==> src/ids_pkg.sv <==
package ids_pkg;

	// bus word layout
	localparam int DATA_WIDTH = 64;
	localparam int CTRL_WIDTH = 8;

	// where the source ip sits inside a packet
	localparam int IP_WIDTH = 32;
	localparam int IP_WORD_INDEX = 4;   // counted from the first word
	localparam int IP_LSB = 16;

	// flow table
	localparam int FT_DEPTH = 16;
	localparam int FT_ADDR_WIDTH = 4;
	localparam int NUM_ACTIONS = 4;

	localparam int SEQ_WIDTH = 3;       // wraps at 8
	localparam int COUNT_WIDTH = 32;
	localparam int FIFO_DEPTH_BITS = 2; // 4 entries

	typedef struct packed {
		logic [CTRL_WIDTH-1:0] ctrl;
		logic [DATA_WIDTH-1:0] data;
	} bus_word_t;

	typedef struct packed {
		logic [SEQ_WIDTH-1:0] seq;
		logic [IP_WIDTH-1:0] ip;
	} lookup_req_t;

	typedef struct packed {
		logic [SEQ_WIDTH-1:0] seq;
		logic match;
		logic [NUM_ACTIONS-1:0] action;
	} lookup_rsp_t;

	// host write into one table entry
	typedef struct packed {
		logic [FT_ADDR_WIDTH-1:0] addr;
		logic [IP_WIDTH-1:0] ip;
		logic [NUM_ACTIONS-1:0] action;
	} ft_write_t;

endpackage
==> src/ids_top.sv <==
`timescale 1ns/1ps

module ids_top (
	input  logic                                 clk,
	input  logic                                 reset,

	input  ids_pkg::bus_word_t                   in_word,
	input  logic                                 in_wr,
	output logic                                 in_rdy,

	output ids_pkg::bus_word_t                   out_word,
	output logic                                 out_wr,
	input  logic                                 out_rdy,

	input  logic                                 ft_wr,
	input  ids_pkg::ft_write_t                   ft_write,

	output ids_pkg::lookup_rsp_t                 rsp,
	output logic                                 rsp_valid,

	input  logic [ids_pkg::FT_ADDR_WIDTH-1:0]    cnt_addr,
	output logic [ids_pkg::COUNT_WIDTH-1:0]      cnt_data,
	output logic [ids_pkg::COUNT_WIDTH-1:0]      num_packets_in,
	output logic [ids_pkg::COUNT_WIDTH-1:0]      num_matches
);

	ids_pkg::bus_word_t   in_head;
	logic                 in_empty;
	logic                 in_nearly_full;
	logic                 in_rd;

	ids_pkg::lookup_req_t req_in;
	ids_pkg::lookup_req_t req_head;
	logic                 req_wr;
	logic                 req_rd;
	logic                 req_empty;
	logic                 req_full;

	assign in_rdy = !in_nearly_full;

	word_fifo #(
		.payload_t   (ids_pkg::bus_word_t),
		.DEPTH_BITS  (ids_pkg::FIFO_DEPTH_BITS)
	) in_fifo (
		.clk         (clk),
		.reset       (reset),
		.din         (in_word),
		.wr_en       (in_wr),
		.rd_en       (in_rd),
		.dout        (in_head),
		.empty       (in_empty),
		.full        (),
		.nearly_full (in_nearly_full)
	);

	header_parser parser (
		.clk            (clk),
		.reset          (reset),
		.head           (in_head),
		.empty          (in_empty),
		.rd_en          (in_rd),
		.out_rdy        (out_rdy),
		.out_word       (out_word),
		.out_wr         (out_wr),
		.req_full       (req_full),
		.req            (req_in),
		.req_wr         (req_wr),
		.num_packets_in (num_packets_in)
	);

	word_fifo #(
		.payload_t   (ids_pkg::lookup_req_t),
		.DEPTH_BITS  (ids_pkg::FIFO_DEPTH_BITS)
	) req_fifo (
		.clk         (clk),
		.reset       (reset),
		.din         (req_in),
		.wr_en       (req_wr),
		.rd_en       (req_rd),
		.dout        (req_head),
		.empty       (req_empty),
		.full        (req_full),
		.nearly_full ()
	);

	flow_table table_i (
		.clk         (clk),
		.reset       (reset),
		.ft_wr       (ft_wr),
		.ft_write    (ft_write),
		.req         (req_head),
		.req_empty   (req_empty),
		.req_rd      (req_rd),
		.rsp         (rsp),
		.rsp_valid   (rsp_valid),
		.cnt_addr    (cnt_addr),
		.cnt_data    (cnt_data),
		.num_matches (num_matches)
	);

endmodule

==> src/flow_table.sv <==
`timescale 1ns/1ps

module flow_table (
	input  logic                                 clk,
	input  logic                                 reset,

	// host programming
	input  logic                                 ft_wr,
	input  ids_pkg::ft_write_t                   ft_write,

	// request fifo head
	input  ids_pkg::lookup_req_t                 req,
	input  logic                                 req_empty,
	output logic                                 req_rd,

	output ids_pkg::lookup_rsp_t                 rsp,
	output logic                                 rsp_valid,

	// hit counter readback
	input  logic [ids_pkg::FT_ADDR_WIDTH-1:0]    cnt_addr,
	output logic [ids_pkg::COUNT_WIDTH-1:0]      cnt_data,

	output logic [ids_pkg::COUNT_WIDTH-1:0]      num_matches
);

	logic [ids_pkg::IP_WIDTH-1:0]    ft_ip [ids_pkg::FT_DEPTH];
	logic [ids_pkg::NUM_ACTIONS-1:0] ft_action [ids_pkg::FT_DEPTH];
	logic [ids_pkg::FT_DEPTH-1:0]    ft_valid;

	logic [ids_pkg::COUNT_WIDTH-1:0] hit_cnt [ids_pkg::FT_DEPTH];

	logic [ids_pkg::FT_DEPTH-1:0]      hit_vec;
	logic                              hit;
	logic [ids_pkg::FT_ADDR_WIDTH-1:0] hit_idx;

	// one lookup per cycle while requests are queued
	assign req_rd = !req_empty;

	// compare every entry at once
	always_comb begin
		for (int i = 0; i < ids_pkg::FT_DEPTH; i++) begin
			hit_vec[i] = ft_valid[i] && (ft_ip[i] == req.ip);
		end
	end

	// lowest index wins, so scan downwards and let the last hit stick
	always_comb begin
		hit = 1'b0;
		hit_idx = '0;
		for (int i = ids_pkg::FT_DEPTH - 1; i >= 0; i--) begin
			if (hit_vec[i]) begin
				hit = 1'b1;
				hit_idx = ids_pkg::FT_ADDR_WIDTH'(i);
			end
		end
	end

	always_ff @(posedge clk) begin
		if (ft_wr) begin
			ft_ip[ft_write.addr] <= ft_write.ip;
			ft_action[ft_write.addr] <= ft_write.action;
		end
	end

	always_ff @(posedge clk) begin
		if (reset) begin
			ft_valid <= '0;
		end else if (ft_wr) begin
			ft_valid[ft_write.addr] <= 1'b1;
		end
	end

	always_ff @(posedge clk) begin
		if (req_rd) begin
			rsp.seq <= req.seq;
			rsp.match <= hit;
			rsp.action <= hit ? ft_action[hit_idx] : '0;
		end
	end

	always_ff @(posedge clk) begin
		if (reset) begin
			rsp_valid <= 1'b0;
		end else begin
			rsp_valid <= req_rd;
		end
	end

	// counters step on the same edge that raises rsp_valid
	always_ff @(posedge clk) begin
		if (reset) begin
			num_matches <= '0;
			for (int i = 0; i < ids_pkg::FT_DEPTH; i++) begin
				hit_cnt[i] <= '0;
			end
		end else if (req_rd && hit) begin
			num_matches <= num_matches + 1'b1;
			hit_cnt[hit_idx] <= hit_cnt[hit_idx] + 1'b1;
		end
	end

	always_ff @(posedge clk) begin
		cnt_data <= hit_cnt[cnt_addr];  // host holds cnt_addr
	end

endmodule

==> src/header_parser.sv <==
`timescale 1ns/1ps

module header_parser (
	input  logic                                 clk,
	input  logic                                 reset,

	// input fifo head
	input  ids_pkg::bus_word_t                   head,
	input  logic                                 empty,
	output logic                                 rd_en,

	// forwarded stream
	input  logic                                 out_rdy,
	output ids_pkg::bus_word_t                   out_word,
	output logic                                 out_wr,

	// lookup requests
	input  logic                                 req_full,
	output ids_pkg::lookup_req_t                 req,
	output logic                                 req_wr,

	output logic [ids_pkg::COUNT_WIDTH-1:0]      num_packets_in
);

	typedef enum logic {
		IDLE,
		IN_PKT
	} state_t;

	state_t state;

	// index of the head word within its packet, saturates past the ip word
	logic [$clog2(ids_pkg::IP_WORD_INDEX+2)-1:0] word_cnt;
	logic [ids_pkg::SEQ_WIDTH-1:0] seq;

	logic is_ctrl;
	logic ip_word;
	logic stall;
	logic pop;

	assign is_ctrl = (head.ctrl != '0);
	assign ip_word = (state == IN_PKT) && (word_cnt == ids_pkg::IP_WORD_INDEX);

	// hold the ip word until the request fifo has room
	assign stall = ip_word && req_full;
	assign pop = !empty && out_rdy && !stall;

	assign rd_en = pop;

	// request goes out together with the pop of the ip word
	assign req_wr = pop && ip_word;
	assign req.seq = seq;
	assign req.ip = head.data[ids_pkg::IP_LSB +: ids_pkg::IP_WIDTH];

	always_ff @(posedge clk) begin
		if (pop) begin
			out_word <= head;
		end
	end

	always_ff @(posedge clk) begin
		if (reset) begin
			out_wr <= 1'b0;
		end else begin
			out_wr <= pop;  // fixed one cycle from pop
		end
	end

	always_ff @(posedge clk) begin
		if (reset) begin
			seq <= '0;
		end else if (req_wr) begin
			seq <= seq + 1'b1;
		end
	end

	// packet framing
	always_ff @(posedge clk) begin
		if (reset) begin
			state <= IDLE;
			word_cnt <= '0;
			num_packets_in <= '0;
		end else if (pop) begin
			case (state)
				IDLE: begin
					// body words outside a packet are passed on and ignored
					if (is_ctrl) begin
						state <= IN_PKT;
						word_cnt <= word_cnt + 1'b1;
					end
				end
				IN_PKT: begin
					if (is_ctrl) begin
						// end word
						state <= IDLE;
						word_cnt <= '0;
						num_packets_in <= num_packets_in + 1'b1;
					end else if (word_cnt <= ids_pkg::IP_WORD_INDEX) begin
						word_cnt <= word_cnt + 1'b1;
					end
				end
				default: begin
					state <= IDLE;
					word_cnt <= '0;
				end
			endcase
		end
	end

endmodule

==> src/word_fifo.sv <==
`timescale 1ns/1ps

module word_fifo #(
	parameter type payload_t = ids_pkg::bus_word_t,
	parameter int DEPTH_BITS = ids_pkg::FIFO_DEPTH_BITS
) (
	input  logic     clk,
	input  logic     reset,
	input  payload_t din,
	input  logic     wr_en,
	input  logic     rd_en,
	output payload_t dout,
	output logic     empty,
	output logic     full,
	output logic     nearly_full
);

	payload_t mem [0:(2**DEPTH_BITS)-1];

	logic [DEPTH_BITS-1:0] rd_ptr;
	logic [DEPTH_BITS-1:0] wr_ptr;
	logic [DEPTH_BITS:0] count;   // one extra bit to tell full from empty

	logic do_wr;
	logic do_rd;

	// writes to a full fifo and reads from an empty one are dropped
	assign do_wr = wr_en && !full;
	assign do_rd = rd_en && !empty;

	// head word shows without a read
	assign dout = mem[rd_ptr];

	assign empty = (count == '0);
	assign full = count[DEPTH_BITS];
	// full, or only one slot left
	assign nearly_full = count[DEPTH_BITS] || (&count[DEPTH_BITS-1:0]);

	always_ff @(posedge clk) begin
		if (do_wr) begin
			mem[wr_ptr] <= din;
		end
	end

	always_ff @(posedge clk) begin
		if (reset) begin
			rd_ptr <= '0;
			wr_ptr <= '0;
			count <= '0;
		end else begin
			if (do_wr) begin
				wr_ptr <= wr_ptr + 1'b1; // pointers wrap on their own
			end
			if (do_rd) begin
				rd_ptr <= rd_ptr + 1'b1;
			end

			case ({do_wr, do_rd})
				2'b10: begin
					count <= count + 1'b1;
				end
				2'b01: begin
					count <= count - 1'b1;
				end
				default: begin
					count <= count;  // idle or push and pop together
				end
			endcase
		end
	end

endmodule

==> config.mk <==
export PLATFORM = sky130hd
export DESIGN_NAME = ids_top
export DESIGN_NICKNAME = d
export VERILOG_FILES = /design/src/ids_pkg.sv /design/src/ids_top.sv /design/src/flow_table.sv /design/src/header_parser.sv /design/src/word_fifo.sv
export SDC_FILE = /design/constraint.sdc
export NUM_CORES = 2
export LEC_CHECK = 0
export BUFFER_PORTS_ARGS = -buffer_cell sky130_fd_sc_hd__buf_2
export CORE_UTILIZATION = 38
export CTS_CLUSTER_SIZE = 24
export DETAILED_ROUTE_END_ITERATION = 12
export PLACE_DENSITY_LB_ADDON = 0.2
export SYNTH_ARGS = -nofsm -noshare
export SYNTH_HDL_FRONTEND = slang
export SYNTH_SLANG_ARGS = --single-unit
export TNS_END_PERCENT = 100
==> constraint.sdc <==
create_clock -name clk -period 21.4 [get_ports clk]
set_clock_uncertainty 0.1 [all_clocks]
set_input_delay 0 -clock clk [delete_from_list [all_inputs] [get_ports clk]]
set_output_delay 0 -clock clk [all_outputs]
set_load 0.02 [all_outputs]
==> flow_metrics.tcl <==
set metrics [dict create \
    endpoint "table_i.hit_cnt[5][30]" \
    hp-class "primary input to register" \
    cts_tree "built" \
    grt_pass1_wl_um 383000 \
    ios 300 \
    antenna_found_initial 14 \
    cp_data_arrival_time_ns 11.19 \
    chipHeight_um 457 \
    grt_max_degree 93 \
    seq_area_frac_synth_pct 64.4 \
    worstReg2RegEnd "table_i.hit_cnt[5][30]" \
    synthCells 5480 \
    multi_input_area_mm2 0.0266 \
    yosysMostFrequentCell "edfxtp_1" \
    syn2layout_area_growth_pct 16.3 \
    drtIter0Drc 6540 \
    grt_pass1_vias 50800 \
    firstDrtPassIters 6 \
    dieArea_mm2 0.209 \
    clk_pin_slew_worst_paths_ns 0.06 \
    h-tree-depth 4 \
    rsz0062_at_grt "false" \
    yosys.area_share.simple_pct 11.4 \
    max-vdd-ir-drop_uv 79.2 \
    setup_viol 0 \
    fillCellCount 18300 \
    avgViaCountPerCell 5.91 \
    start_util_pct 38.3 \
    fin_nets 6095 \
    end_kind "register" \
    fin_crit_ns 10.77 \
    fin_total_pwr_mw 8.23 \
    post-place-ws_ns 10.93 \
    synth_top_family_by_area "simple AND/OR/NAND/NOR gates" \
    ys.flop_type "edfxtp_1" \
    synth_mux_area_share_pct 10.6 \
    grt_overflow 0 \
    holdWs_ns 0.0854 \
    synth_area_mm2 0.0787 \
    rr_worst_depth 23 \
    clock_latency_ns 0.89 \
    power.density_mw_per_mm2 90.0 \
    totalWireLength_um 274000 \
    root_buffer "clkbuf_16" \
    final_util_pct 44.6 \
    rows 166 \
    crit_type "register to register" \
    r2r_slack_ns 10.63 \
    yosysTopAreaCellShare_pct 60.9 \
    synth.top_cells.by_count "edfxtp_1 (1596), nor2_1 (639), xnor2_1 (484)" \
    worstPathRequired_ns 21.81 \
    synth_edf_count 1596 \
    hold_viol_final 0 \
    yosys.area.top_type "edfxtp_1" \
    synthXorXnorAreaFrac_pct 6.59 \
    yosys_warnings 0 \
    port_buffers 299 \
    dr_total_vias 52100 \
    final_antenna_net_count 0 \
    cts_sinks 1735 \
    syn_area_per_cell_um2 14.4 \
    p_leak_nw 29.3 \
    dpl.hpwl_um 160000 \
    drc_errors 0 \
    grt_usage_pct 25.7 \
    yosys.area_share.adder_pct 0.305 \
    seqCellArea_mm2 0.0507 \
    worst_slack_ns 10.63 \
    tns_ns 0 \
    maxCapViolCount 0 \
    ys_ff_latch 1735 \
    synth_area_leaders "edfxtp_1 (61%), mux4_2 (7.6%), xnor2_1 (5.4%), dfxtp_1 (3.5%), nor2_1 (3.0%)" \
    cp-start-kind "register" \
    status "complete, no violations" \
    cts_made_buffers 185 \
    worstMarginPinSlew_ns 1.42 \
    slew_violations 0 \
    max_freq_mhz 92.8 \
    synthArstFlopShare_pct 0 \
    drive_gt1_share_pct 18.3 \
    finalCritPeriodShare_pct 50.3 \
    clk_path_buf_depth 3 \
    crit_fanout 64 \
    post-cts-setup-buffers 0 \
    slew_headroom_pct 4.62 \
    gp_congestion 0.921 \
    synth_compound_area_share_pct 4.31 \
    wl_per_cell_um 31.1 \
    synth.distinct_cells 117 \
    synth_fp_nets 5619 \
    die_width_um 457 \
    core_mm2 0.205 \
]
[power by group]
part           leakage [nW]  total, mW  switching (mW)  internal [mW]
clock network          3.05       3.31            1.43           1.88
logic                  10.3      0.859           0.551          0.308
registers              15.9       4.06          0.0874           3.97
[layer usage]
| layer | wire [um] | track usage [%] | part of all wire (%) | vias to the layer above |
|---|---|---|---|---|
| li1 | - | - | - | 21800 |
| met1 | 111000 | 35.1 | 41 | 26700 |
| met2 | 125000 | 40.4 | 46 | 2976 |
| met3 | 26700 | 5.22 | 9.7 | 577 |
| met4 | 10900 | 9.71 | 4.0 | 4 |
| met5 | 18 | 0 | 0.0066 | - |
[per-stage QoR]
stage / instance area, um2 / std cells
floorplan: 78700 / 5480
global placement: 83200 / 8260
detailed placement: 83200 / 8260
CTS: 91500 / 8803
global route: 91500 / 8805
finish: 91500 / 8808
[final cells by class]
cell class / count / share of cell area (%)
Antenna cell: 5 / 0.0137
Clock buffer: 245 / 5.51
Clock inverter: 101 / 1.37
Inverter: 60 / 0.247
Multi-Input combinational cell: 3368 / 29.0
Sequential cell: 1735 / 55.4
Tap cell: 2688 / 3.67
Timing Repair Buffer: 606 / 4.71
[cell usage in the layout (no fill, tap or decap), types with 17 or more instances in the layout]
cell,instances
nand4_1,203
xor2_1,91
clkbuf_8,20
o2111ai_1,18
nor4_1,42
clkinv_1,34
clkinv_2,32
nand2b_1,38
edfxtp_1,1596
a31oi_1,23
mux2i_1,195
buf_4,112
o221ai_1,21
clkbuf_16,185
nor2_1,625
mux2_2,18
dlygate4sd3_1,197
nand3_1,127
xnor2_1,482
and2_1,18
or3_1,24
nor2b_1,99
inv_1,57
a21oi_1,57
o22ai_1,31
a22oi_1,17
o21ai_0,57
mux4_2,267
buf_2,295
nand2_1,367
a32oi_1,29
a221oi_1,26
nor3_1,55
clkbuf_1,41
dfxtp_1,135
bufinv_16,17
o211ai_1,18
and3_1,50
[what timing repair did]
item,4_1_cts,5_1_grt
gates resized for setup,0,0
hold buffers,197,0
endpoints found under the hold margin,1262,0
[registers in the layout (all words and copies together), names as in the netlist, named ones only]
| name | cells |
|---|---|
| parser.seq | 3 |
| parser.out_word | 72 |
| req_fifo.wr_ptr | 2 |
| parser.out_wr | 1 |
| req_fifo.rd_ptr | 2 |
| in_fifo.mem | 288 |
| parser.num_packets_in | 32 |
| table_i.ft_ip | 512 |
| table_i.rsp_valid | 1 |
| parser.state | 1 |
| in_fifo.rd_ptr | 2 |
| parser.word_cnt | 3 |
| req_fifo.mem | 140 |
| in_fifo.count | 3 |
| table_i.hit_cnt | 512 |
| table_i.cnt_data | 32 |
| table_i.rsp | 8 |
| table_i.ft_action | 64 |
| in_fifo.wr_ptr | 2 |
| req_fifo.count | 3 |
| table_i.num_matches | 32 |
| table_i.ft_valid | 16 |
[worst min path at each step]
stage / cells past startpoint / endpoint / from
floorplan: 0 / in_fifo.mem[0][0] / in_word[0]
global placement: 1 / in_fifo.mem[1][4] / in_word[4]
detailed placement: 1 / in_fifo.mem[0][49] / in_word[49]
CTS: 2 / table_i.ft_action[5][3] / ft_write[3]
global route: 2 / table_i.ft_action[4][3] / ft_write[3]
finish: 3 / table_i.cnt_data[4] / cnt_addr[2]
[cells by family after synthesis]
kind of cell,after synthesis
multiplexers,490
AO/OA/AOI/OAI,448
flip-flops,1735
AND/OR/NAND/NOR,1828
buffers and inverters,377
adder cells (fa/ha/maj),18
XOR/XNOR,584
[worst max-delay path, stage by stage, from the launching register on]
cell      delay [ns]
dfxtp_4         0.67
buf_4           0.83
mux4_2          1.07
xnor2_1         0.23
nand2_1         0.09
nor4_1          0.74
nand3_1         0.23
o21ai_1         0.27
a311oi_2        0.27
o21ai_4         0.26
buf_4           0.51
buf_4           0.77
mux2i_1         0.19
a22oi_1         0.22
a31oi_1         0.11
a211o_1         0.33
clkinv_1        0.30
ha_1            0.25
or4b_1          0.49
nand3b_4        0.19
or3b_4          0.57
nor3b_1         0.41
xor2_1          1.01
nor2_1          0.10
Power figures use the tool's default switching activity.
